$ cat src/hw/sms_pkg.sv
package sms_pkg;

  // ====================
  // Widths
  // ====================
  localparam int PORT_W       = 8;
  localparam int VRAM_AW      = 14;
  localparam int CRAM_AW      = 5;
  localparam int VDP_NUM_REGS = 11;  // Registers 0 to 10

  typedef logic [PORT_W-1:0]  byte_t;
  typedef logic [VRAM_AW-1:0] vdp_addr_t;

  // ====================
  // I/O port map
  // ====================
  localparam byte_t VDP_DATA_PORT = 8'hBE;
  localparam byte_t VDP_CTRL_PORT = 8'hBF;
  localparam byte_t MEM_CTRL_PORT = 8'h3E;
  localparam byte_t JOY_PORT_0    = 8'hDC;  // All three return the same pad byte
  localparam byte_t JOY_PORT_1    = 8'hDD;
  localparam byte_t JOY_PORT_2    = 8'hDE;

  localparam byte_t MEM_CTRL_RESET = 8'hF7;
  localparam byte_t OPEN_BUS       = 8'hFF;  // Nothing drives the bus

  typedef enum logic [2:0] {
    MODE_0 = 3'd0,
    MODE_1 = 3'd1,
    MODE_2 = 3'd2,
    MODE_3 = 3'd3,
    MODE_4 = 3'd4
  } vdp_mode_e;

  // Top two bits of the second control byte
  typedef enum logic [1:0] {
    CMD_VRAM_RD = 2'd0,
    CMD_VRAM_WR = 2'd1,
    CMD_REG_WR  = 2'd2,
    CMD_CRAM_WR = 2'd3
  } vdp_cmd_e;

endpackage
$ cat src/hw/vdp_bus_if.sv
`timescale 1ns/1ps

interface vdp_bus_if;

  logic       ctrl_wr;  // Port BF write
  logic       ctrl_rd;  // Port BF read, status
  logic       data_wr;  // Port BE write
  logic       data_rd;  // Port BE read
  logic [7:0] wdata;

  modport decoder (output ctrl_wr, ctrl_rd, data_wr, data_rd, wdata);

  modport regs (input ctrl_wr, ctrl_rd, data_wr, data_rd, wdata);

  modport mem (input data_wr, data_rd, wdata);

  modport stat (input ctrl_rd);

endinterface

$ cat src/hw/vdp_status.sv
`timescale 1ns/1ps

module vdp_status (
  input  logic           cpuClock,
  input  logic           n_hard_reset,
  vdp_bus_if.stat        bus,
  input  logic           i_frame_irq,
  input  logic           i_sprite_collision,
  input  logic           i_too_many_sprites,
  input  logic [4:0]     i_sprite5,
  input  logic           i_vblank_irq_en,
  output sms_pkg::byte_t o_status_byte,
  output logic           o_n_int
);

  import sms_pkg::*;

  logic r_int_flag;
  logic r_collision;

  // Set beats the clear from a status read
  always_ff @(posedge cpuClock) begin
    if (!n_hard_reset) begin
      r_int_flag  <= 1'b0;
      r_collision <= 1'b0;
    end else begin
      r_int_flag  <= i_frame_irq        || (r_int_flag  && !bus.ctrl_rd);
      r_collision <= i_sprite_collision || (r_collision && !bus.ctrl_rd);
    end
  end

  assign o_status_byte = {r_int_flag, i_too_many_sprites, r_collision,
                          (i_too_many_sprites ? i_sprite5 : 5'h1F)};

  assign o_n_int = !(r_int_flag && i_vblank_irq_en);  // Active low

endmodule

$ cat src/flat_wrapper.sv
// flat-port wrapper written by rule: the top's interface ports become plain ports
module vdp_status_flat import sms_pkg::*;
  (cpuClock, n_hard_reset, i_frame_irq, i_sprite_collision, i_too_many_sprites, i_sprite5, i_vblank_irq_en, o_status_byte, o_n_int, bus_ctrl_rd);
  vdp_bus_if bus_i ();
  input  logic cpuClock;
  input  logic n_hard_reset;
  input  logic i_frame_irq;
  input  logic i_sprite_collision;
  input  logic i_too_many_sprites;
  input  logic [4:0] i_sprite5;
  input  logic i_vblank_irq_en;
  output sms_pkg::byte_t o_status_byte;
  output logic o_n_int;
  input wire logic [$bits(bus_i.ctrl_rd)-1:0] bus_ctrl_rd;
  assign bus_i.ctrl_rd = bus_ctrl_rd;
  vdp_status u_core (.cpuClock(cpuClock), .n_hard_reset(n_hard_reset), .bus(bus_i), .i_frame_irq(i_frame_irq), .i_sprite_collision(i_sprite_collision), .i_too_many_sprites(i_too_many_sprites), .i_sprite5(i_sprite5), .i_vblank_irq_en(i_vblank_irq_en), .o_status_byte(o_status_byte), .o_n_int(o_n_int));
endmodule
$ cat config.mk
export PLATFORM = sky130hd
export DESIGN_NAME = vdp_status_flat
export DESIGN_NICKNAME = d
export VERILOG_FILES = /design/src/hw/sms_pkg.sv /design/src/hw/vdp_bus_if.sv /design/src/hw/vdp_status.sv /design/src/flat_wrapper.sv
export SDC_FILE = /design/constraint.sdc
export NUM_CORES = 1
export LEC_CHECK = 0
export BUFFER_PORTS_ARGS = -buffer_cell sky130_fd_sc_hd__buf_4
export CORE_AREA = 2 2 39 41
export CTS_CLUSTER_DIAMETER = 80
export CTS_CLUSTER_SIZE = 28
export DETAILED_ROUTE_END_ITERATION = 8
export DIE_AREA = 0 0 41 43
export SYNTH_ARGS = -nofsm -noshare
export SYNTH_HDL_FRONTEND = slang
export SYNTH_SLANG_ARGS = --single-unit
$ cat constraint.sdc
create_clock -name cpuClock -period 0.9 [get_ports cpuClock]
set_input_delay 0.09 -clock cpuClock [delete_from_list [all_inputs] [get_ports cpuClock]]
set_output_delay 0.09 -clock cpuClock [all_outputs]
set_load 0.02 [all_outputs]
## Word-level counts from Yosys, hierarchy flattened

Cells that the tools add are included.

- Input bits: 12
- Word-level logic and storage cells: 10
- Flip-flop bits (word level): 2
- Output and inout port bits: 9

- Reductions and logical operators: 7
- Mux-type cells: 1

Operator list:

| cell | number |
|---|---|
| $mux 5 | 1 |
| $logic_and 1x1->1 | 3 |
| $logic_not 1->1 | 2 |
| $logic_or 1x1->1 | 2 |

## Depth between registers and ports, before layout

- Word-level depth: 3
- Depth in mapped cells: 2
- Mapped depth without buffers: 2

## Least setup slack after synthesis

OpenSTA, ideal clock, no wires.

- Kind: register to register
- From: reg u_core.r_int_flag
- To: reg u_core.r_int_flag
- Clock period less this slack: 672 ps
- Slack: 228 ps
- Stages on the path, launching flop included: 3
- Arrival: 558 ps
- Path buffers: 0
- Cells stage by stage: dfxtp_1 > nor2b_1 > o21a_1

- Cells in the longest elaborated chain, start to end: 2

Ends and longest elaborated chain:

| item | RTL line | text |
|---|---|---|
| from (decl) | vdp_status.sv:18 | `logic r_int_flag;` |
| from (signal assigned) | vdp_status.sv:27 | `r_int_flag <= i_frame_irq \|\| (r_int_flag && !bus.ctrl_rd);` |
| $logic_and 1x1->1 | vdp_status.sv:27 |  |
| $logic_or 1x1->1 | vdp_status.sv:27 |  |

Every way passes these cells.
A chain may end at the register's enable or synchronous reset.

## Worst setup path after layout

- From: reg u_core.r_int_flag
- To: out o_n_int

- Cells in the longest elaborated chain, start to end: 2

Ends and longest elaborated chain:

| item | RTL line | text |
|---|---|---|
| $logic_and 1x1->1 | vdp_status.sv:35 | `assign o_n_int = !(r_int_flag && i_vblank_irq_en);` |
| $logic_not 1->1 | vdp_status.sv:35 |  |
| to (decl) | flat_wrapper.sv:13 | `output logic o_n_int;` |

Every way passes these cells.

==> flow_summary_export.csv <==
group,metric,value,unit
outcome,status,"finished clean",
yosys,synth_cells,15,
placed_design,dp_slack,0.2109,ns
floorplan,initial_core_util,0.09042,
min_path,hp-class,"input port to flop",
critical_path,crit_end,"o_n_int",
layout,fin_util,0.2143,
yosys,syn_area,125.1,um2
layout,fillers,157,
route,drtPass1Iterations,1,
floorplan,fp.dieW,41,um
sta,slew_viol_final,0,
route,wl_met1,96,um
yosys,ys_warn_count,0,
sta,rsz0062_at_grt,"no",
clocking,cts_buffers,3,
sta,hold_viol,0,
route,met3_length,82,um
sta,fin_crit_sh,0.9173,
power,ir_drop,0.4127,mV
clocking,path_clk_slew,0.03,ns
global_routing,grt_pass1_wl,462,um
critical_path,crit_start,"u_core.r_int_flag$_SDFF_PN0_",
global_routing,grt_overflow,0,
critical_path,r2r_slack,0.21,ns
clocking,cts_num_sinks,2,
route,drc_errors,0,
min_path,whs_path_depth,2,
yosys,synth-seq-cells,2,
floorplan,io_pins,21,
floorplan,rows,14,
clocking,cts_tree,"done",
global_routing,groute.usage.overall,0.04700,
floorplan,die-area,1763,um2
route,vias,167,
placed_design,place.gp.congestion,0.4954,
yosys,synth_cell_type_count,6,
layout,antenna_cells,0,
layout,syn_to_final_growth,137.0,%
placed_design,place_area,272.8,um2
route,drt-total-wl,385,um
critical_path,rr_endpoint,"u_core.r_int_flag$_SDFF_PN0_",
global_routing,grt_max_degree,7,
clocking,clkLatencyLatePin,0.22,ns
critical_path,cp_data_required_time,0.81,ns
route,post_drt_wl_per_cell,7.549,um
clocking,cts_hold_buffers,0,
layout,final_common_cell,"buf_4",
placed_design,io_buffers,20,
clocking,ctsHtreeMaxLevel,1,
yosys,syn-num-nets,27,
layout,layout_common_cells,"buf_4 (20), nand2b_1 (5), clkbuf_4 (3), nor2b_1 (2), o21a_1 (2)",
sta,fin_ws,0.07441,ns
sta,period_needed,0.8256,ns
yosys,synth-seq-area-share,0.3200,
global_routing,grt_pass1_vias,154,
sta,fin_skew,0,ns
floorplan,core_area,1384,um2
clocking,cts-resized-gates,0,
sta,tns,0,ns
sta,setup_viol,0,
route,met2WireLength,206,um
critical_path,critPathMaxFanout,3,
critical_path,r2r_cells,2,
critical_path,critPathKind,"flop to output port",
job,maxCapViolCount,0,
critical_path,rr_startpoint,"u_core.r_int_flag$_SDFF_PN0_",
clocking,clk_path_buf_depth,2,
critical_path,worst-endpoint-arrival,0.74,ns
critical_path,critPathCaptureType,"output port",
layout,drive_above_1_share,0.6857,
sta,maxSlewHeadroom,0.9371,
route,highest_layer,"met3",
route,vias_per_cell,3.275,
critical_path,crit_path_start_kind,"flop",
sta,tightest_slew,0.09415,ns
global_routing,antenna_found_initial,0,
clocking,cts_setup_buffers,0,
sta,holdWs,0.07498,ns
yosys,avgSynthCellArea,8.341,um2
route,drtIter0Drc,0,
layout,stdcell_area,296.5,um2
sta,max_freq,1211,MHz
layout,finish.net_count,49,
clocking,cts-root-buf,"clkbuf_4",
route,antenna_left,0,
power,powerDensity,1386,nW/um2
floorplan,die_height,43,um
power,p_leak,0.1470,nW
==> power breakdown <==
part | leakage (nW) | switching (mW) | internal [mW] | total (mW)
Clock | 0.0138 | 0.0476 | 0.147 | 0.194
Sequential | 0.0169 | 0.00290 | 0.0959 | 0.0988
Combinational | 0.116 | 0.0497 | 0.0681 | 0.118
==> flip-flops by register name, indices dropped and copies added (netlist names) <==
name                count
u_core.r_int_flag       1
u_core.r_collision      1
==> cell usage after synthesis (all sizes together) <==
master | n | area (um2)
dfxtp | 2 | 40.04
o21a | 2 | 15.01
nand2b | 5 | 31.28
buf | 3 | 22.52
nand2 | 1 | 3.750
nor2b | 2 | 12.51
==> metrics by stage <==
stage	power, mW	cells
after floorplan	0.1560	15
after global placement	0.2187	48
after detailed placement	0.2191	48
after CTS	0.4280	51
after global routing	0.4527	51
final	0.4109	51
==> layer usage <==
layer,track usage,vias up
met3,0.03141,0
met4,0.08000,0
met5,0,-
li1,-,84
met2,0.07500,17
met1,0.01587,66
==> layout make-up <==
type	instances	area, um2	share of cell area
Multi-Input combinational cell	10	62.56	0.2110
Timing Repair Buffer	20	150.1	0.5063
Tap cell	16	20.02	0.06751
Sequential cell	2	41.29	0.1392
Clock buffer	3	22.52	0.07595
==> cells by family after synthesis <==
| family | count (synthesis) | share of synthesized area |
|---|---|---|
| AO/OA/AOI/OAI | 2 | 0.1200 |
| buffers and inverters | 3 | 0.1800 |
| AND/OR/NAND/NOR | 8 | 0.3800 |
| flip-flops | 2 | 0.3200 |
==> worst min path at each step <==
stage / startpoint / endpoint / slack (ns)
after floorplan: n_hard_reset / u_core.r_collision$_SDFF_PN0_ / 0.21
after global placement: i_frame_irq / u_core.r_int_flag$_SDFF_PN0_ / 0.30
after detailed placement: i_frame_irq / u_core.r_int_flag$_SDFF_PN0_ / 0.30
after CTS: i_sprite_collision / u_core.r_collision$_SDFF_PN0_ / 0.07
after global routing: i_sprite_collision / u_core.r_collision$_SDFF_PN0_ / 0.07
final: i_frame_irq / u_core.r_int_flag$_SDFF_PN0_ / 0.07
==> critical path, stage by stage, from the launching register on <==
cell	delay [ns]
dfxtp_2	0.32
nand2_1	0.05
buf_4	0.15
Note: power is estimated with default switching activity, not from simulation.
