<file path="src/hw/sms_pkg.sv">
package sms_pkg;

  // ====================
  // Widths
  // ====================
  localparam int PORT_W       = 8;
  localparam int VRAM_AW      = 14;
  localparam int CRAM_AW      = 5;
  localparam int VDP_NUM_REGS = 11;  // Registers 0 to 10

  typedef logic [PORT_W-1:0]  byte_t;
  typedef logic [VRAM_AW-1:0] vdp_addr_t;

  // ====================
  // I/O port map
  // ====================
  localparam byte_t VDP_DATA_PORT = 8'hBE;
  localparam byte_t VDP_CTRL_PORT = 8'hBF;
  localparam byte_t MEM_CTRL_PORT = 8'h3E;
  localparam byte_t JOY_PORT_0    = 8'hDC;  // All three return the same pad byte
  localparam byte_t JOY_PORT_1    = 8'hDD;
  localparam byte_t JOY_PORT_2    = 8'hDE;

  localparam byte_t MEM_CTRL_RESET = 8'hF7;
  localparam byte_t OPEN_BUS       = 8'hFF;  // Nothing drives the bus

  typedef enum logic [2:0] {
    MODE_0 = 3'd0,
    MODE_1 = 3'd1,
    MODE_2 = 3'd2,
    MODE_3 = 3'd3,
    MODE_4 = 3'd4
  } vdp_mode_e;

  // Top two bits of the second control byte
  typedef enum logic [1:0] {
    CMD_VRAM_RD = 2'd0,
    CMD_VRAM_WR = 2'd1,
    CMD_REG_WR  = 2'd2,
    CMD_CRAM_WR = 2'd3
  } vdp_cmd_e;

endpackage
</file>
<file path="src/hw/vdp_bus_if.sv">
`timescale 1ns/1ps

interface vdp_bus_if;

  logic       ctrl_wr;  // Port BF write
  logic       ctrl_rd;  // Port BF read, status
  logic       data_wr;  // Port BE write
  logic       data_rd;  // Port BE read
  logic [7:0] wdata;

  modport decoder (output ctrl_wr, ctrl_rd, data_wr, data_rd, wdata);

  modport regs (input ctrl_wr, ctrl_rd, data_wr, data_rd, wdata);

  modport mem (input data_wr, data_rd, wdata);

  modport stat (input ctrl_rd);

endinterface

</file>
<file path="src/hw/sms_io_decode.sv">
`timescale 1ns/1ps

module sms_io_decode (
  input  logic          cpuClock,
  input  logic          n_hard_reset,
  input  logic          i_io_wr,
  input  logic          i_io_rd,
  input  sms_pkg::byte_t i_port,
  input  sms_pkg::byte_t i_wdata,
  input  logic [6:0]    i_btn,
  input  sms_pkg::byte_t i_vram_rdata,
  input  sms_pkg::byte_t i_status_byte,
  vdp_bus_if.decoder    bus,
  output sms_pkg::byte_t o_rdata,
  output logic          o_rd_valid,
  output sms_pkg::byte_t o_mem_ctrl
);

  import sms_pkg::*;

  byte_t joy_byte;
  byte_t rd_byte;     // Read value for everything but the data port
  byte_t r_rd_byte;
  logic  r_rd_vram;   // Return comes from VRAM/CRAM
  logic  r_rd_valid;
  byte_t r_mem_ctrl;

  // ====================
  // VDP strobes
  // ====================
  assign bus.ctrl_wr = i_io_wr && (i_port == VDP_CTRL_PORT);
  assign bus.ctrl_rd = i_io_rd && (i_port == VDP_CTRL_PORT);
  assign bus.data_wr = i_io_wr && (i_port == VDP_DATA_PORT);
  assign bus.data_rd = i_io_rd && (i_port == VDP_DATA_PORT);
  assign bus.wdata   = i_wdata;

  // Buttons are active high here, the pad reads active low
  assign joy_byte = {~i_btn[2:1], ~i_btn[6:1]};

  always_comb begin
    case (i_port)
      VDP_CTRL_PORT:                      rd_byte = i_status_byte;
      JOY_PORT_0, JOY_PORT_1, JOY_PORT_2: rd_byte = joy_byte;
      default:                            rd_byte = OPEN_BUS;
    endcase
  end

  // Memory control register, write only
  always_ff @(posedge cpuClock) begin
    if (!n_hard_reset) begin
      r_mem_ctrl <= MEM_CTRL_RESET;
    end else if (i_io_wr && (i_port == MEM_CTRL_PORT)) begin
      r_mem_ctrl <= i_wdata;
    end
  end

  // ====================
  // Read return
  // ====================
  always_ff @(posedge cpuClock) begin
    if (!n_hard_reset) begin
      r_rd_valid <= 1'b0;
    end else begin
      r_rd_valid <= i_io_rd;
    end
  end

  always_ff @(posedge cpuClock) begin
    if (i_io_rd) begin
      r_rd_byte <= rd_byte;
      r_rd_vram <= (i_port == VDP_DATA_PORT);  // VRAM registers its own byte
    end
  end

  assign o_rdata    = r_rd_vram ? i_vram_rdata : r_rd_byte;
  assign o_rd_valid = r_rd_valid;
  assign o_mem_ctrl = r_mem_ctrl;

endmodule

</file>
<file path="src/flat_wrapper.sv">
// flat-port wrapper written by rule: the top's interface ports become plain ports
module sms_io_decode_flat import sms_pkg::*;
  (cpuClock, n_hard_reset, i_io_wr, i_io_rd, i_port, i_wdata, i_btn, i_vram_rdata, i_status_byte, o_rdata, o_rd_valid, o_mem_ctrl, bus_ctrl_wr, bus_ctrl_rd, bus_data_wr, bus_data_rd, bus_wdata);
  vdp_bus_if bus_i ();
  input  logic cpuClock;
  input  logic n_hard_reset;
  input  logic i_io_wr;
  input  logic i_io_rd;
  input  sms_pkg::byte_t i_port;
  input  sms_pkg::byte_t i_wdata;
  input  logic [6:0] i_btn;
  input  sms_pkg::byte_t i_vram_rdata;
  input  sms_pkg::byte_t i_status_byte;
  output sms_pkg::byte_t o_rdata;
  output logic o_rd_valid;
  output sms_pkg::byte_t o_mem_ctrl;
  output wire logic [$bits(bus_i.ctrl_wr)-1:0] bus_ctrl_wr;
  output wire logic [$bits(bus_i.ctrl_rd)-1:0] bus_ctrl_rd;
  output wire logic [$bits(bus_i.data_wr)-1:0] bus_data_wr;
  output wire logic [$bits(bus_i.data_rd)-1:0] bus_data_rd;
  output wire logic [$bits(bus_i.wdata)-1:0] bus_wdata;
  assign bus_ctrl_wr = bus_i.ctrl_wr;
  assign bus_ctrl_rd = bus_i.ctrl_rd;
  assign bus_data_wr = bus_i.data_wr;
  assign bus_data_rd = bus_i.data_rd;
  assign bus_wdata = bus_i.wdata;
  sms_io_decode u_core (.cpuClock(cpuClock), .n_hard_reset(n_hard_reset), .i_io_wr(i_io_wr), .i_io_rd(i_io_rd), .i_port(i_port), .i_wdata(i_wdata), .i_btn(i_btn), .i_vram_rdata(i_vram_rdata), .i_status_byte(i_status_byte), .bus(bus_i), .o_rdata(o_rdata), .o_rd_valid(o_rd_valid), .o_mem_ctrl(o_mem_ctrl));
endmodule
</file>
<file path="config.mk">
export PLATFORM = sky130hd
export DESIGN_NAME = sms_io_decode_flat
export DESIGN_NICKNAME = d
export VERILOG_FILES = /design/src/hw/sms_pkg.sv /design/src/hw/vdp_bus_if.sv /design/src/hw/sms_io_decode.sv /design/src/flat_wrapper.sv
export SDC_FILE = /design/constraint.sdc
export NUM_CORES = 1
export LEC_CHECK = 0
export ABC_AREA = 0
export BUFFER_PORTS_ARGS = -buffer_cell sky130_fd_sc_hd__clkbuf_2
export CORE_MARGIN = 3
export CORE_UTILIZATION = 44
export CTS_CLUSTER_DIAMETER = 30
export CTS_CLUSTER_SIZE = 14
export DETAILED_ROUTE_END_ITERATION = 16
export PLACE_DENSITY_LB_ADDON = 0.12
export RECOVER_POWER = 50
export SKIP_CTS_REPAIR_TIMING = 1
export SLEW_MARGIN = 20
export SYNTH_ARGS = -nofsm -noshare
export SYNTH_HDL_FRONTEND = slang
export SYNTH_SLANG_ARGS = --single-unit
</file>
<file path="constraint.sdc">
create_clock -name cpuClock -period 3 [get_ports cpuClock]
set_clock_uncertainty 0.1 [all_clocks]
set_input_delay 0.3 -clock cpuClock [delete_from_list [all_inputs] [get_ports cpuClock]]
set_output_delay 0.3 -clock cpuClock [all_outputs]
set_load 0.01 [all_outputs]
</file>
# == Yosys cells after proc, flatten, opt, wreduce, memory -nomap -nowiden ==
# Index checks and enable logic that the tools add are counted.
# totals
n_memories,0
input_bits,43
reg_bits,18
ram_bits,0
mem_bits_ro,0
latch_bits,0
word_cells,20
# classes
multipliers,0
muxes,2
div_mod_pow,0
bitwise_logic,2
eq_ne,6
reduce_logical,6
shifts,0
n_lt_le_gt_ge,0
n_addsub,0
# ops
op,count
8-bit == test (second input constant),5
8-bit one-hot mux with 2 select lines,1
8-bit by 6-bit == test with 1-bit output (second input constant),1
8-bit 2-to-1 mux,1
6-bit inverter,1
1-bit logical AND,5
3-bit OR reduction,1
2-bit inverter,1

# == Depth between registers and ports, before layout ==
# Gate-level depths: netlist of the first run.
# logic_depth
ltp_word,3
depth_mapped,5
ltp_nobuf,3

# == Worst setup path before layout of the first run ==
# OpenSTA, ideal clock, no wires.
# synth_path
path_kind,input port to output port
start,in i_port[3]
end,out bus_data_rd
stages,5
slack_ns,1.547
t_arrival_ns,1.053
path_cell_list,and3_1 > buf_6 > and2_4 > buf_6 > and3_1
# synth_between
elab_chain_len,2
# synth_lines
element,line,source
"start, declared",flat_wrapper.sv:9,input sms_pkg::byte_t i_port;
8-bit == test,sms_io_decode.sv:34,assign bus.data_rd = i_io_rd && (i_port == VDP_DATA_PORT);
1-bit logical AND,sms_io_decode.sv:34,
"end, declared",flat_wrapper.sv:20,output wire logic [$bits(bus_i.data_rd)-1:0] bus_data_rd;
# No other way between the ends.

# == Final worst setup path of the first run ==
# layout_path
start,reg u_core.r_rd_vram
end,out o_rdata[0]
# layout_between
elab_chain_len,1
# layout_lines
element,line,source
"start, declared",sms_io_decode.sv:24,logic r_rd_vram;
"start signal, assigned",sms_io_decode.sv:71,r_rd_vram <= (i_port == VDP_DATA_PORT);
8-bit 2-to-1 mux,sms_io_decode.sv:75,assign o_rdata = r_rd_vram ? i_vram_rdata : r_rd_byte;
"end, declared",flat_wrapper.sv:14,output sms_pkg::byte_t o_rdata;
# No other way between the ends.

==> results of run 1 <==
## worst reg2reg max path: stages, from the launching register on
cell and delay [ns]:
dfxtp_1 0.33, a31oi_1 0.13, o21ai_0 0.09
## logic make-up after synthesis
group	share of synthesized area (%)
AND/OR/NAND/NOR	24.37
AO/OA/AOI/OAI	11.70
flip-flops	43.43
buffers and inverters	10.86
multiplexers	9.651
## stage by stage
stage | cell area, um2 | setup slack [ns]
6_report | 1313 | 1.259
5_1_grt | 1313 | 1.195
4_1_cts | 1335 | 1.236
3_5_place_dp | 1309 | 1.304
3_3_place_gp | 1309 | 1.308
2_1_floorplan | 1037 | 1.547
## area by class of cell
cell class | instances | area share, %
clock buffer | 3 | 1.716
clock inverter | 1 | 0.2860
multi-input combinational | 69 | 36.13
sequential | 18 | 34.32
tap | 27 | 2.574
timing repair buffer | 70 | 24.98
## synth_stat cells, types with 2 or more instances
cell type	number
nand2_1	12
buf_4	9
dfxtp_1	9
edfxtp_1	9
mux2_2	8
a31oi_1	7
nor4_1	7
o21ai_0	7
nand4_1	4
o2111ai_1	4
and3_1	3
and3_2	3
buf_2	3
buf_6	2
clkbuf_1	2
nand3b_1	2
nor2b_1	2
## routing by layer
layer  global-route usage [%]  vias to the layer above  share of wire [%]
met4                    2.490                        0               0.32
li1                         -                      501                  -
met2                    27.29                       55                 48
met1                    21.43                      440                 43
met5                        0                        -                  0
met3                    4.905                        2                9.0
## state kept, by name, indices dropped and copies added, names as in the netlist
signal / count
u_core.r_rd_vram: 1
u_core.r_rd_byte: 8
u_core.o_rd_valid: 1
u_core.o_mem_ctrl: 8
## path summary, 6_finish.rpt
| path | cells past startpoint | slack [ns] | startpoint | end |
|---|---|---|---|---|
| max | 2 | 1.26 | u_core.r_rd_vram$_DFFE_PP_ | o_rdata[0] |
| min reg2reg | 2 | 0.37 | u_core.o_mem_ctrl[3]$_SDFFE_PN0P_ | u_core.o_mem_ctrl[3]$_SDFFE_PN0P_ |
| min | 3 | 0.15 | i_wdata[3] | u_core.o_mem_ctrl[3]$_SDFFE_PN0P_ |
| max reg2reg | 2 | 2.24 | u_core.o_mem_ctrl[6]$_SDFFE_PN1P_ | u_core.o_mem_ctrl[6]$_SDFFE_PN1P_ |
## placed cells by master, fill, tap and decap left out, drive strengths merged, types with 4 or more instances in the layout
cell type	count
mux2	8
nand4	4
clkbuf	73
edfxtp	9
nand2	12
a31oi	7
dfxtp	9
o2111ai	4
nor4	7
o21ai	7
and3	6
## power by group through the flow
stage / Clock [mW] / Sequential (mW) / Combinational [mW]
after floorplan: 0 / 0.273 / 0.0506
after global placement: 0 / 0.274 / 0.0868
after detailed placement: 0 / 0.275 / 0.0890
after CTS: 0.122 / 0.269 / 0.0894
after global routing: 0.129 / 0.270 / 0.0951
final: 0.118 / 0.269 / 0.0871
==> impl_metrics.py, run 1 <==
metrics = {
    "run_status": {
        "status": "finished clean",
    },
    "cells_and_area": {
        "register_area_um2": 450.4,
        "diodes": 0,
        "drive_gt1_share_pct": 42.24,
        "multiInputGateArea_um2": 474.2,
        "fin_nets": 205,
        "final_core_util_pct": 62.44,
        "syn2layout_area_growth_pct": 26.54,
        "final_cells": 188,
        "fill_cells": 214,
    },
    "sta": {
        "fmax_mhz": 574.3,
        "tightest_slew_ns": 0.5810,
        "period_share_pct": 58.04,
        "drv_slew": 0,
        "rsz0062_at_grt": "no",
        "timing.hold.ws_ns": 0.1470,
        "finalCriticalPeriod_ns": 1.741,
        "hold_viol": 0,
        "slew_headroom_pct": 61.26,
        "setup_viol": 0,
        "finalSetupTns_ns": 0,
    },
    "logic_synthesis": {
        "syn_inst": 103,
        "ys_ff_latch": 18,
        "ys_warn_count": 0,
        "avgSynthCellArea_um2": 10.07,
        "synth.top_cell.area_share_pct": 26.06,
        "syn_nets": 146,
        "async_flop_share_pct": 0,
        "synth_seq_area_share_pct": 43.43,
        "synth_ff_type": "edfxtp_1",
        "synth_enable_flop_cells": 9,
        "synth_cell_types": 27,
        "synth_top_area_cell": "edfxtp_1",
        "synthesis.area_mm2": 0.001037,
        "synth_area_leaders": "edfxtp_1, dfxtp_1, mux2_2",
    },
    "drt": {
        "avgRoutedWirePerCell_um": 13.18,
        "dr.pass1.iters": 4,
        "drtAntennaViolNets": 0,
        "drt_iter0_drc": 13,
        "routed_wl_mm": 2.477,
        "post-route-drc-count": 0,
        "num_vias": 998,
        "routed_via_density": 5.309,
    },
    "power_and_ir_drop": {
        "p_int_mw": 0.3551,
        "swShare_pct": 25.08,
        "p_leak_nw": 0.5573,
        "clockPowerShare_pct": 24.9,
        "power.total_mw": 0.4740,
        "seqPwrFrac_pct": 56.7,
        "pwr-share-comb_pct": 18.4,
        "switchingPower_mw": 0.1189,
        "powerDensity_mw_per_mm2": 361.2,
        "vdd_drop_max_v": 0.0002965,
    },
    "clock_network": {
        "clk_pin_slew_worst_paths_ns": 0.10,
        "clockBufferDepth": 2,
        "cts_root_buffer": "clkbuf_4",
        "clkLatencyLatePin_ns": 0.28,
        "htreeDepth": 1,
        "clkSinkCount": 18,
        "cts_tree": "yes",
        "cts_buffers": 3,
    },
    "die": {
        "row_count": 16,
        "die_h_um": 54.55,
        "initial_core_util_pct": 49.35,
        "dieWidth_um": 54.55,
        "core_mm2": 0.002102,
        "top_level_ports": 72,
        "die-area_mm2": 0.002976,
    },
    "global_route": {
        "grt-ovfl-total": 0,
        "grt_pass1_wl_mm": 3.525,
        "grt_usage_pct": 16.44,
        "antenna_found_initial": 0,
        "grt_pass1_vias": 830,
        "grt_max_degree": 13,
    },
    "setup_path": {
        "critPathBufInv": 1,
        "cp_max_fo": 8,
        "worstSetupEndpointType": "output port",
        "crit_chain": "mux2_2 > clkbuf_2",
        "crit_path_start_kind": "flop",
        "cpPeakStageDelay_ns": 0.55,
        "crit_arrival_ns": 1.34,
        "crit_family": "flip-flops",
        "cp.required_ns": 2.60,
        "slowest_stage": "edfxtp_1",
        "worstSetupPathType": "reg -> out",
    },
    "worst_hold_path": {
        "hold_path_class": "in -> reg",
    },
    "placement": {
        "numPortBuffers": 70,
        "dp_cells": 184,
        "place_congestion": 0.7483,
        "dp_hpwl_mm": 2.025,
    },
    "run": {
        "cap_violations": 0,
    },
}
Power figures use the tool's default switching activity.
==> inputs of run 2 (changes only) <==
- CORE_UTILIZATION: 44 -> 37
- clock period: 3 -> 1.5 ns (I/O delays scaled with it)
==> run 2 against run 1 <==
Against the previous run:
- the run now ends with setup timing left
- die area grew 17%
- register-to-register slack lost 1.5 ns
- core utilization shrank 9.5 points
- sequential share of layout area shrank 1.2 points
- non-clock buffer count grew 3
- first-iteration DRC count grew 85%
- combinational power grew 110%
- critical path depth grew 1
- cell area grew 3.6%
- hold slack lost 0.15 ns
- final cell count grew 3.2%
==> impl_metrics.py, run 2 (synthesized netlist as in run 1, its figures left out) <==
metrics = {
    "run_status": {
        "status": "finished, violations left",
        "failed_checks": "setup timing",
    },
    "clock_network": {
        "cts_tree": "yes",
        "cts_root_buffer": "clkbuf_4",
        "clk_pin_slew_worst_paths_ns": 0.10,
        "clockBufferDepth": 2,
        "clkLatencyLatePin_ns": 0.29,
        "clkSinkCount": 18,
        "cts_buffers": 3,
        "htreeDepth": 1,
    },
    "setup_path": {
        "cp_max_fo": 8,
        "cp.required_ns": 1.25,
        "worstSetupPathType": "reg -> out",
        "crit_path_start_kind": "flop",
        "crit_arrival_ns": 1.27,
        "worstSetupEndpointType": "output port",
    },
    "sta": {
        "tightest_slew_ns": 0.5580,
        "drv_slew": 0,
        "hold_viol": 0,
        "slew_headroom_pct": 62.80,
        "worst_slack_ns": -0.02297,
        "rsz0062_at_grt": "yes",
        "period_share_pct": 101.5,
        "fmax_mhz": 656.6,
        "timing.hold.ws_ns": 0.001092,
        "finalCriticalPeriod_ns": 1.523,
        "setup_viol": 8,
    },
    "cells_and_area": {
        "layout_commonest_cell": "clkbuf_2",
        "diodes": 0,
        "fin_nets": 208,
        "syn2layout_area_growth_pct": 31.12,
        "fill_cells": 253,
        "drive_gt1_share_pct": 47.56,
        "final_cell_mix": "clkbuf_2, nand2_1, clkbuf_1",
    },
    "drt": {
        "routed_via_density": 5.160,
        "routed_wl_mm": 2.672,
        "drtAntennaViolNets": 0,
        "num_vias": 1001,
        "post-route-drc-count": 0,
        "dr.pass1.iters": 4,
        "drt_iter0_drc": 24,
        "avgRoutedWirePerCell_um": 13.77,
    },
    "die": {
        "die_h_um": 58.95,
        "dieWidth_um": 58.95,
        "row_count": 18,
        "top_level_ports": 72,
        "core_mm2": 0.002567,
        "die-area_mm2": 0.003475,
        "initial_core_util_pct": 40.40,
    },
    "placement": {
        "dp_hpwl_mm": 2.148,
        "numPortBuffers": 70,
        "place_congestion": 0.7723,
    },
    "global_route": {
        "grt-ovfl-total": 0,
        "grt_pass1_vias": 927,
        "grt_usage_pct": 15.41,
        "antenna_found_initial": 0,
        "grt_max_degree": 13,
        "grt_pass1_wl_mm": 4.105,
    },
    "power_and_ir_drop": {
        "p_leak_nw": 0.5953,
        "powerDensity_mw_per_mm2": 710.3,
        "vdd_drop_max_v": 0.0004627,
        "power.total_mw": 0.9660,
    },
    "run": {
        "cap_violations": 0,
    },
    "worst_hold_path": {
        "hold_path_class": "in -> reg",
    },
}
[run 2: final timing paths]
path,slack [ns],cells after the start,to,startpoint
max,-0.02,3,o_rdata[7],u_core.r_rd_vram$_DFFE_PP_
min,0.001,3,u_core.o_mem_ctrl[3]$_SDFFE_PN0P_,i_wdata[3]
max reg2reg,0.72,2,u_core.o_mem_ctrl[1]$_SDFFE_PN1P_,u_core.o_mem_ctrl[1]$_SDFFE_PN1P_
min reg2reg,0.38,2,u_core.o_mem_ctrl[3]$_SDFFE_PN0P_,u_core.o_mem_ctrl[3]$_SDFFE_PN0P_
[run 2: metal layers]
metal	wire length, um	share of wire (%)	up-vias	GRT usage, %
li1	-	-	509	-
met1	1121	42	445	19.13
met2	1324	50	45	26.34
met3	210	7.9	2	3.509
met4	15	0.56	0	4.854
met5	0	0	-	0
[run 2: per-stage QoR]
step / utilization (%) / cells / setup slack, ns / cell area (um2) / setup TNS, ns
2_1_floorplan: - / 103 / 0.3468 / 1037 / 0
3_3_place_gp: 51.71 / 189 / 0.1653 / 1328 / 0
3_5_place_dp: 51.71 / 189 / 0.1193 / 1328 / 0
4_1_cts: 52.73 / 193 / -0.1249 / 1354 / -0.9565
5_1_grt: 52.97 / 194 / -0.06773 / 1360 / -0.4621
6_report: 52.97 / 194 / -0.02297 / 1360 / -0.1642
[run 2: area by class of cell]
| class | count | area (um2) | share of cell area, % |
|---|---|---|---|
| Clock buffer | 3 | 22.52 | 1.656 |
| Clock inverter | 1 | 3.754 | 0.2760 |
| Multi-Input combinational cell | 69 | 474.2 | 34.87 |
| Sequential cell | 18 | 450.4 | 33.12 |
| Tap cell | 30 | 37.54 | 2.760 |
| Timing Repair Buffer | 73 | 371.6 | 27.32 |
[run 2: worst max-delay path, stage by stage (launching register included)]
cell and delay [ns]:
edfxtp_1 0.43, buf_12 0.16, mux2_2 0.26, clkbuf_2 0.12
[run 2: power by group]
group          switching [mW]  leakage, nW  internal, mW
sequential            0.00474        0.163         0.530
clock                   0.149       0.0154        0.0968
combinational          0.0950        0.417        0.0905
