[src/hw/sms_pkg.sv]
package sms_pkg;

  // ====================
  // Widths
  // ====================
  localparam int PORT_W       = 8;
  localparam int VRAM_AW      = 14;
  localparam int CRAM_AW      = 5;
  localparam int VDP_NUM_REGS = 11;  // Registers 0 to 10

  typedef logic [PORT_W-1:0]  byte_t;
  typedef logic [VRAM_AW-1:0] vdp_addr_t;

  // ====================
  // I/O port map
  // ====================
  localparam byte_t VDP_DATA_PORT = 8'hBE;
  localparam byte_t VDP_CTRL_PORT = 8'hBF;
  localparam byte_t MEM_CTRL_PORT = 8'h3E;
  localparam byte_t JOY_PORT_0    = 8'hDC;  // All three return the same pad byte
  localparam byte_t JOY_PORT_1    = 8'hDD;
  localparam byte_t JOY_PORT_2    = 8'hDE;

  localparam byte_t MEM_CTRL_RESET = 8'hF7;
  localparam byte_t OPEN_BUS       = 8'hFF;  // Nothing drives the bus

  typedef enum logic [2:0] {
    MODE_0 = 3'd0,
    MODE_1 = 3'd1,
    MODE_2 = 3'd2,
    MODE_3 = 3'd3,
    MODE_4 = 3'd4
  } vdp_mode_e;

  // Top two bits of the second control byte
  typedef enum logic [1:0] {
    CMD_VRAM_RD = 2'd0,
    CMD_VRAM_WR = 2'd1,
    CMD_REG_WR  = 2'd2,
    CMD_CRAM_WR = 2'd3
  } vdp_cmd_e;

endpackage
[src/hw/vdp_bus_if.sv]
`timescale 1ns/1ps

interface vdp_bus_if;

  logic       ctrl_wr;  // Port BF write
  logic       ctrl_rd;  // Port BF read, status
  logic       data_wr;  // Port BE write
  logic       data_rd;  // Port BE read
  logic [7:0] wdata;

  modport decoder (output ctrl_wr, ctrl_rd, data_wr, data_rd, wdata);

  modport regs (input ctrl_wr, ctrl_rd, data_wr, data_rd, wdata);

  modport mem (input data_wr, data_rd, wdata);

  modport stat (input ctrl_rd);

endinterface

[src/hw/vdp_ctrl_regs.sv]
`timescale 1ns/1ps

module vdp_ctrl_regs (
  input  logic               cpuClock,
  input  logic               n_hard_reset,
  vdp_bus_if.regs            bus,
  output sms_pkg::vdp_addr_t o_vram_addr,
  output logic               o_cram_sel,
  output logic               o_vblank_irq_en,
  output sms_pkg::vdp_mode_e o_mode,
  output sms_pkg::vdp_addr_t o_name_table_addr,
  output sms_pkg::vdp_addr_t o_sprite_pattern_addr
);

  import sms_pkg::*;

  byte_t     r_vdp [VDP_NUM_REGS];
  byte_t     r_first;       // First control byte
  logic      r_second;      // Next control write is the second byte
  vdp_addr_t r_addr;
  logic      r_cram_sel;

  vdp_cmd_e  cmd;
  vdp_addr_t cram_ptr;
  logic      reg_idx_ok;
  vdp_mode_e mode;

  assign cmd        = vdp_cmd_e'(bus.wdata[7:6]);
  assign cram_ptr   = vdp_addr_t'(r_first[5:0]);
  assign reg_idx_ok = (bus.wdata[3:0] < VDP_NUM_REGS);

  // ====================
  // Control port
  // ====================
  always_ff @(posedge cpuClock) begin
    if (!n_hard_reset) begin
      r_first    <= '0;
      r_second   <= 1'b0;
      r_addr     <= '0;
      r_cram_sel <= 1'b0;
      for (int i = 0; i < VDP_NUM_REGS; i++) begin
        r_vdp[i] <= '0;
      end
    end else if (bus.ctrl_wr) begin
      r_second <= ~r_second;
      if (!r_second) begin
        r_first <= bus.wdata;
      end else begin
        case (cmd)
          CMD_VRAM_RD, CMD_VRAM_WR: begin
            // Read or write direction is not tracked
            r_addr     <= {bus.wdata[5:0], r_first};
            r_cram_sel <= 1'b0;
          end
          CMD_REG_WR: begin
            if (reg_idx_ok) begin
              r_vdp[bus.wdata[3:0]] <= r_first;
            end else begin
              r_addr     <= cram_ptr;  // Out of range index falls to CRAM
              r_cram_sel <= 1'b1;
            end
          end
          CMD_CRAM_WR: begin
            r_addr     <= cram_ptr;
            r_cram_sel <= 1'b1;
          end
        endcase
      end
    end else if (bus.ctrl_rd) begin
      r_second <= 1'b0;  // Status read resyncs the byte pair
    end else if (bus.data_rd || bus.data_wr) begin
      r_second <= 1'b0;
      r_addr   <= r_addr + 1'b1;  // Wraps at 16K
    end
  end

  // ====================
  // Mode decode
  // ====================
  always_comb begin
    if (r_vdp[0][2]) begin
      mode = MODE_4;
    end else if (r_vdp[1][3]) begin
      mode = MODE_3;
    end else if (r_vdp[0][1]) begin
      mode = MODE_2;
    end else if (r_vdp[1][4]) begin
      mode = MODE_1;
    end else begin
      mode = MODE_0;
    end
  end

  // Table bases in VRAM
  assign o_name_table_addr = {r_vdp[2][3:1], 11'b0};
  assign o_sprite_pattern_addr = (mode == MODE_4) ? {r_vdp[6][2], 13'b0}
                                                  : {r_vdp[6][2:0], 11'b0};

  assign o_mode          = mode;
  assign o_vblank_irq_en = r_vdp[1][5];
  assign o_vram_addr     = r_addr;
  assign o_cram_sel      = r_cram_sel;

endmodule

[src/flat_wrapper.sv]
// flat-port wrapper written by rule: the top's interface ports become plain ports
module vdp_ctrl_regs_flat import sms_pkg::*;
  (cpuClock, n_hard_reset, o_vram_addr, o_cram_sel, o_vblank_irq_en, o_mode, o_name_table_addr, o_sprite_pattern_addr, bus_ctrl_wr, bus_ctrl_rd, bus_data_wr, bus_data_rd, bus_wdata);
  vdp_bus_if bus_i ();
  input  logic cpuClock;
  input  logic n_hard_reset;
  output sms_pkg::vdp_addr_t o_vram_addr;
  output logic o_cram_sel;
  output logic o_vblank_irq_en;
  output sms_pkg::vdp_mode_e o_mode;
  output sms_pkg::vdp_addr_t o_name_table_addr;
  output sms_pkg::vdp_addr_t o_sprite_pattern_addr;
  input wire logic [$bits(bus_i.ctrl_wr)-1:0] bus_ctrl_wr;
  input wire logic [$bits(bus_i.ctrl_rd)-1:0] bus_ctrl_rd;
  input wire logic [$bits(bus_i.data_wr)-1:0] bus_data_wr;
  input wire logic [$bits(bus_i.data_rd)-1:0] bus_data_rd;
  input wire logic [$bits(bus_i.wdata)-1:0] bus_wdata;
  assign bus_i.ctrl_wr = bus_ctrl_wr;
  assign bus_i.ctrl_rd = bus_ctrl_rd;
  assign bus_i.data_wr = bus_data_wr;
  assign bus_i.data_rd = bus_data_rd;
  assign bus_i.wdata = bus_wdata;
  vdp_ctrl_regs u_core (.cpuClock(cpuClock), .n_hard_reset(n_hard_reset), .bus(bus_i), .o_vram_addr(o_vram_addr), .o_cram_sel(o_cram_sel), .o_vblank_irq_en(o_vblank_irq_en), .o_mode(o_mode), .o_name_table_addr(o_name_table_addr), .o_sprite_pattern_addr(o_sprite_pattern_addr));
endmodule
[config.mk]
export PLATFORM = sky130hd
export DESIGN_NAME = vdp_ctrl_regs_flat
export DESIGN_NICKNAME = d
export VERILOG_FILES = /design/src/hw/sms_pkg.sv /design/src/hw/vdp_bus_if.sv /design/src/hw/vdp_ctrl_regs.sv /design/src/flat_wrapper.sv
export SDC_FILE = /design/constraint.sdc
export NUM_CORES = 1
export LEC_CHECK = 0
export BUFFER_PORTS_ARGS = -buffer_cell sky130_fd_sc_hd__buf_2
export CAP_MARGIN = 5
export CORE_ASPECT_RATIO = 0.75
export CORE_MARGIN = 3
export CORE_UTILIZATION = 37
export CTS_BUF_LIST = sky130_fd_sc_hd__clkbuf_16
export DETAILED_ROUTE_END_ITERATION = 16
export MAX_ROUTING_LAYER = met4
export PLACE_DENSITY = 0.63
export SYNTH_ARGS = -nofsm -noshare
export SYNTH_HDL_FRONTEND = slang
export SYNTH_SLANG_ARGS = --single-unit
[constraint.sdc]
create_clock -name cpuClock -period 2.5 [get_ports cpuClock]
set_input_delay 0.5 -clock cpuClock [delete_from_list [all_inputs] [get_ports cpuClock]]
set_output_delay 0.5 -clock cpuClock [all_outputs]
set_load 0.02 [all_outputs]
**After elaboration in Yosys (flattened, before gate mapping)**

Memory sizes are Yosys's and may differ from the RTL's.
Index checks and enable logic that the tools add are counted.

- Output and inout port bits: 47
- Bits in read-only memories: 0
- Memories: 1
- Latch bits: 0
- Word-level logic and storage cells: 51
- Register bits after elaboration: 24
- Input port bits: 14
- RAM bits: 88

- Div/mod/pow operators: 0
- Bitwise logic cells: 1
- Magnitude comparators: 1
- Shift operators: 0
- Add/sub/neg operators: 1
- Equality and inequality tests: 8
- Muxes and demuxes: 26
- Multiply operators: 0
- Reductions and logical operators: 9

Memory list:

| memory | words | width | read ports | clocked after Yosys merged registers in | write ports | RTL line | source |
|---|---|---|---|---|---|---|---|
| u_core.r_vdp | 11 | 8 | 4 | 0 | 11 | vdp_ctrl_regs.sv:17 | `byte_t r_vdp [VDP_NUM_REGS];` |

Operators by type and width:

| cell | count |
|---|---|
| 2-to-1 mux 14 bit | 5 |
| case mux 14 bit (3 select lines) | 1 |
| adder 14 x 1 -> 14 bit, second input constant | 1 |
| 2-to-1 mux 1 bit | 13 |
| 2-to-1 mux 13 bit | 1 |
| 2-to-1 mux 3 bit | 3 |
| 2-to-1 mux 8 bit | 1 |
| OR reduction 8 bit | 1 |
| equality test 2 bit, second input constant | 2 |
| less-than comparator 4 bit, second input constant | 1 |
| 2-to-1 mux 4 bit | 1 |
| inequality test 2 bit, second input constant | 2 |
| AND reduction 4 bit | 1 |
| equality test 3 bit, second input constant | 1 |
| inequality test 3 bit, second input constant | 1 |
| case mux 1 bit (3 select lines) | 1 |
| AND reduction 3 bit | 1 |
| nonzero test 3 bit | 1 |
| equality test 2 x 1 -> 1 bit, second input constant | 1 |
| zero test 2 bit | 1 |
| inequality test 2 x 1 -> 1 bit, second input constant | 1 |
| AND reduction 2 bit | 1 |
| nonzero test 2 bit | 1 |
| OR reduction 2 bit | 1 |
| other kinds (2) | 2 |

**Logic depth before layout (Yosys ltp)**

Gate-level depths: netlist of run 1.

- Depth in word-level cells: 9
- Gate-level depth with buffers: 6
- Gate-level depth less buffers: 5

**Worst setup path before layout of run 1**

No wires, ideal clock.

- Kind: input-to-reg
- From: input port bus_wdata[6]
- To: memory u_core.r_vdp[1][3] (netlist bit) (enable)
- Arrival: 1.712 ns
- Path buffers: 0
- Stages: 4
- Required time: 2.156 ns
- Path slack: 0.444 ns
- Library setup time: 0.344 ns
- Cell sequence: nand2b_2 -> or4_4 -> or2_2 -> o21ai_0

RTL lines:

| what | RTL line | source |
|---|---|---|
| start, declared | flat_wrapper.sv:17 | `input wire logic [$bits(bus_i.wdata)-1:0] bus_wdata;` |
| end, declared | vdp_ctrl_regs.sv:17 |  |

==> results of run 1 <==
[stage by stage]
stage / util [%] / power, mW / hold WS, ns / instance area, um2
floorplan: - / 0.7930 / 0.4364 / 2145
global placement: 43.34 / 0.8227 / 0.4538 / 2231
detailed placement: 43.34 / 0.8236 / 0.4564 / 2231
CTS: 46.62 / 1.539 / 0.4639 / 2400
global route: 46.62 / 1.587 / 0.4799 / 2400
finish: 46.62 / 1.528 / 0.4637 / 2400
[worst max-delay path, stage by stage]
cell	delay, ns
buf_2	0.11
nand2b_2	0.22
or4_4	0.47
or2_2	0.30
o21ai_0	0.42
[power by group]
group	switching (mW)	internal [mW]	total, mW	leakage [nW]
Sequential	0.0214	0.607	0.628	0.309
Combinational	0.131	0.0549	0.186	0.578
Clock	0.244	0.470	0.714	0.0838
[layer usage]
metal | routed length [um] | vias up | track usage [%]
li1 | - | 914 | -
met1 | 2564 | 881 | 24.33
met2 | 2217 | 61 | 22.90
met3 | 405 | 7 | 5.951
met4 | 47 | 0 | 4.283
met5 | 0 | - | -
[area by class of cell]
cell class / count / area, um2
fillers: 545 / 2748
multi-input cells: 188 / 1080
flip-flops and latches: 35 / 810.8
repair buffers: 44 / 235.2
clock buffers: 5 / 125.1
well taps: 72 / 90.09
clock inverters: 3 / 43.79
inverters: 4 / 15.01
[cell usage after synthesis, types with 2 or more instances]
cell type / count / area, um2
a21oi_1: 21 / 105.1
a22oi_1: 2 / 15.01
a31oi_1: 5 / 31.28
a32oi_1: 3 / 26.28
a41oi_1: 2 / 17.52
and2_1: 13 / 81.33
and3_1: 5 / 31.28
buf_1: 2 / 7.510
buf_2: 5 / 25.02
buf_4: 25 / 187.7
clkbuf_1: 5 / 18.77
dfxtp_1: 24 / 480.5
edfxtp_1: 11 / 330.3
inv_1: 3 / 11.26
nand2_1: 33 / 123.9
nand2b_1: 2 / 12.51
nand3_1: 8 / 40.04
nand3b_1: 2 / 15.01
nand4_1: 2 / 12.51
nor2_1: 13 / 48.80
nor2b_1: 4 / 25.02
nor3_1: 4 / 20.02
nor4_1: 4 / 25.02
o21ai_0: 6 / 30.03
o221a_2: 3 / 33.78
o22ai_1: 4 / 25.02
o31a_1: 2 / 17.52
o32ai_1: 2 / 17.52
or3_1: 2 / 12.51
[how the worst min path moves through the flow]
stage / startpoint / end / slack [ns]
5_1_grt: bus_wdata[5] / u_core.r_first[5] / 0.48
4_1_cts: u_core.r_first[7] / u_core.r_first[7] / 0.46
3_5_place_dp: u_core.r_first[7] / u_core.r_first[7] / 0.46
2_1_floorplan: u_core.r_first[7] / u_core.r_first[7] / 0.44
3_3_place_gp: u_core.r_first[7] / u_core.r_first[7] / 0.45
6_report: u_core.r_first[7] / u_core.r_first[7] / 0.46
[cells by family after synthesis]
kind of cell	count (synthesis)	synth area share (%)
simple gates	102	26.11
fa+ha+maj	1	0.6056
flops	35	39.25
buf+inv	41	12.30
compound gates	62	21.08
other cells	1	0.1815
mux	1	0.4846
[registers in the layout (all words and copies together) (netlist names)]
register	flops
u_core.o_cram_sel	1
u_core.o_vram_addr	14
u_core.r_first	8
u_core.r_second	1
u_core.r_vdp	11
==> impl_metrics.json, run 1 <==
{
  "status": "completed",
  "min_period_ns": 2.080,
  "async_reset_ff_share_pct": 0,
  "final_common_cell": "buf_2",
  "gp_congestion": 0.8933,
  "worstMarginPinSlew_ns": 0.5972,
  "htreeDepth": 2,
  "criticalPathCategory": "in -> reg",
  "finalNonFillerCells": 351,
  "finClkSkew_ns": 0.005219,
  "synth_area_per_cell_um2": 8.501,
  "finalSetupViolCount": 0,
  "drive_gt1_share_pct": 23.66,
  "grt_pass1_vias": 1672,
  "place_ws_ns": 0.1421,
  "regToRegStartpoint": "u_core.r_second",
  "boundaryPins": 61,
  "synthFlopType": "dfxtp_1",
  "viasPerCell": 5.308,
  "cts_sinks": 35,
  "crit_fanout": 5,
  "cp-end-kind": "flop",
  "period_share_pct": 83.21,
  "wl_mm": 5.235,
  "hold_class": "reg -> reg",
  "cap_violations": 0,
  "ys_types": 55,
  "antenna_left": 0,
  "grt_max_degree": 29,
  "clockRootBuffer": "clkbuf_16",
  "crit_start": "bus_wdata[6]",
  "start_util_pct": 40.13,
  "post-place-cells": 343,
  "post_cts_resized": 0,
  "remaining_drc_errors": 0,
  "slew_violations": 0,
  "rr_worst_depth": 4,
  "post_cts_buffers": 0,
  "timing.fmax_ghz": 0.4807,
  "dp_hpwl_mm": 4.005,
  "grt_first_pass_wirelength_mm": 8.466,
  "r2r_end": "u_core.r_vdp[1][3]",
  "ff2ff_setup_slack_ns": 0.43,
  "worstPathRequired_ns": 2.42,
  "worstSetupEndpoint": "u_core.r_vdp[1][3]",
  "dieArea_um2": 6525,
  "cp-start-kind": "primary input",
  "ys_seq_area_share_pct": 39.25,
  "drt-wirelength-per-cell_um": 14.91,
  "coreArea_um2": 5147,
  "drt_pass1_iterations": 4,
  "finalSetupTns_ns": 0,
  "cts_buffers": 5,
  "die_h_um": 70.71,
  "finalHoldViolCount": 0,
  "cts.clk_slew.worst_paths_ns": 0.06,
  "clock_latency_ns": 0.28,
  "peakVddDrop_v": 0.0002591,
  "cts_tree": "yes",
  "syn-instance-count": 243,
  "nets": 293,
  "antenna_found_initial": 0,
  "rsz0062_at_grt": "false",
  "yosysWarnings": 0,
  "grt-ovfl-total": 0,
  "die_w_um": 92.28,
  "ys_ff_latch": 35,
  "relSlewSlack_pct": 60.18,
  "setup_ws_ns": 0.4197,
  "drt_first_iter_violations": 192,
  "worst_ep_arrival_time_ns": 2.00,
  "pwr_density_cell_nw_per_um2": 636.5,
  "cts_hold_buf": 0,
  "area_growth_pct": 16.17,
  "syn_area_um2": 2066,
  "n_antenna_cell": 0,
  "cts_buffer_depth": 2,
  "vias": 1863,
  "p_leak_nw": 0.9707,
  "mostFrequentLayoutCells": "buf_2 (38), nand2_1 (33), dfxtp_1 (24)",
  "synth_edf_count": 11,
  "io_buffer_count": 38,
  "track_usage_pct": 17.08,
  "fp-row-count": 22,
  "hold_path_depth": 2
}
No activity file was read; power rests on OpenSTA's default activity.
==> run 2: changes to the inputs <==
Clock period 2.5 ns to 1.99 ns, I/O delays scaled along.
==> impl_metrics.json, run 2 (synthesis results as in run 1) <==
{
  "status": "completed",
  "antenna_found_initial": 0,
  "hold_class": "in -> reg",
  "cp-end-kind": "flop",
  "fp-row-count": 22,
  "antenna_left": 0,
  "finalSetupViolCount": 0,
  "worst_ep_arrival_time_ns": 1.87,
  "clock_latency_ns": 0.28,
  "min_period_ns": 1.870,
  "drt_first_iter_violations": 130,
  "stdcell_area_um2": 2496,
  "remaining_drc_errors": 0,
  "totalPowerFinal_mw": 1.777,
  "rsz0062_at_grt": "false",
  "area_growth_pct": 20.84,
  "dp_hpwl_mm": 4.202,
  "critPathSlowestCell": "or4_4",
  "crit_start": "u_core.r_second",
  "drt_pass1_iterations": 7,
  "cp-start-kind": "flop",
  "cts_sinks": 35,
  "grt_pass1_vias": 1733,
  "crit_fanout": 3,
  "ff2ff_setup_slack_ns": 0.12,
  "cts.clk_slew.worst_paths_ns": 0.05,
  "grt_first_pass_wirelength_mm": 8.866,
  "worstSetupEndpoint": "u_core.r_vdp[1][4]",
  "die_h_um": 70.71,
  "gp_congestion": 0.8590,
  "peakVddDrop_v": 0.0003813,
  "start_util_pct": 40.13,
  "coreArea_um2": 5147,
  "setup_ws_ns": 0.1203,
  "worstPathRequired_ns": 1.99,
  "grt-ovfl-total": 0,
  "cts_buffers": 5,
  "rr_worst_depth": 5,
  "place_area_um2": 2359,
  "die_w_um": 92.28,
  "clockRootBuffer": "clkbuf_16",
  "period_share_pct": 93.96,
  "cap_violations": 0,
  "htreeDepth": 2,
  "post_cts_resized": 0,
  "slew_violations": 0,
  "r2r_end": "u_core.r_vdp[1][4]",
  "timing.fmax_ghz": 0.5348,
  "min_from": "bus_wdata[5]",
  "n_antenna_cell": 0,
  "finalHoldViolCount": 0,
  "post_cts_buffers": 0,
  "wl_mm": 5.515,
  "mostFrequentLayoutCells": "buf_2 (38), nand2_1 (33), dfxtp_1 (24)",
  "pwr_density_cell_nw_per_um2": 711.9,
  "dieArea_um2": 6525,
  "nets": 310,
  "criticalPathCategory": "reg -> reg",
  "grt_max_degree": 17,
  "cts_buffer_depth": 2,
  "cts_hold_buf": 0,
  "p_leak_nw": 1.044,
  "boundaryPins": 61,
  "io_buffer_count": 38,
  "cts_tree": "yes",
  "final_common_cell": "buf_2",
  "largest_register_ffs": 14,
  "slowest_delay_ns": 0.49,
  "cp_cell_sequence": "nand2_1, or4_4, or2_2, o21ai_0, buf_4",
  "finalSetupTns_ns": 0,
  "finClkSkew_ns": 0.005233,
  "drt-wirelength-per-cell_um": 14.99,
  "track_usage_pct": 17.53,
  "place_ws_ns": -0.05034,
  "vias": 1987,
  "drive_gt1_share_pct": 27.36,
  "regToRegStartpoint": "u_core.r_second",
  "viasPerCell": 5.399
}
[run 2: cell count changes in the layout (fill, tap and decap cells not counted), sizes merged]
cell | before | now
buf | 44 | 61
bufinv | 1 | 0
inv | 3 | 4
[run 2: layout make-up]
class,count,area (um2)
fillers,544,2651
multi-input cells,188,1080
flip-flops and latches,35,810.8
repair buffers,61,362.8
clock buffers,5,125.1
well taps,72,90.09
inverters,4,15.01
clock inverters,3,12.51
[run 2: per-layer routing]
metal / up-vias / GRT usage [%] / wire length, um
met5: - / - / 0
met4: 0 / 4.283 / 39
met3: 7 / 3.826 / 440
met2: 95 / 24.84 / 2416
met1: 934 / 25.36 / 2618
li1: 951 / - / -
[run 2: worst min path at each step]
stage	end	slack, ns	cells past startpoint
2_1_floorplan	u_core.r_first[7]	0.44	2
4_1_cts	u_core.r_first[5]	0.39	3
6_report	u_core.r_first[5]	0.39	3
3_3_place_gp	u_core.r_first[7]	0.45	2
5_1_grt	u_core.r_first[6]	0.41	3
3_5_place_dp	u_core.r_first[7]	0.45	2
[run 2: through the flow]
step	utilization (%)	hold WS, ns	std cells
CTS	48.49	0.3856	368
global placement	45.82	0.4481	360
detailed placement	45.82	0.4516	360
finish	48.49	0.3873	368
floorplan	-	0.4364	264
global route	48.49	0.4064	368
[run 2: worst max-delay path: cells and delay by family (launching register included)]
family                 cells  cell delay [ns]
AOI/OAI and AO/OA          1             0.19
buffers and inverters      1             0.16
DFF                        1             0.36
and+or+nand+nor            3             0.87
[run 2: report_power, final]
part	internal, mW	leakage [nW]	switching [mW]
Combinational	0.0869	0.663	0.173
Sequential	0.763	0.309	0.0247
Clock	0.452	0.0724	0.278
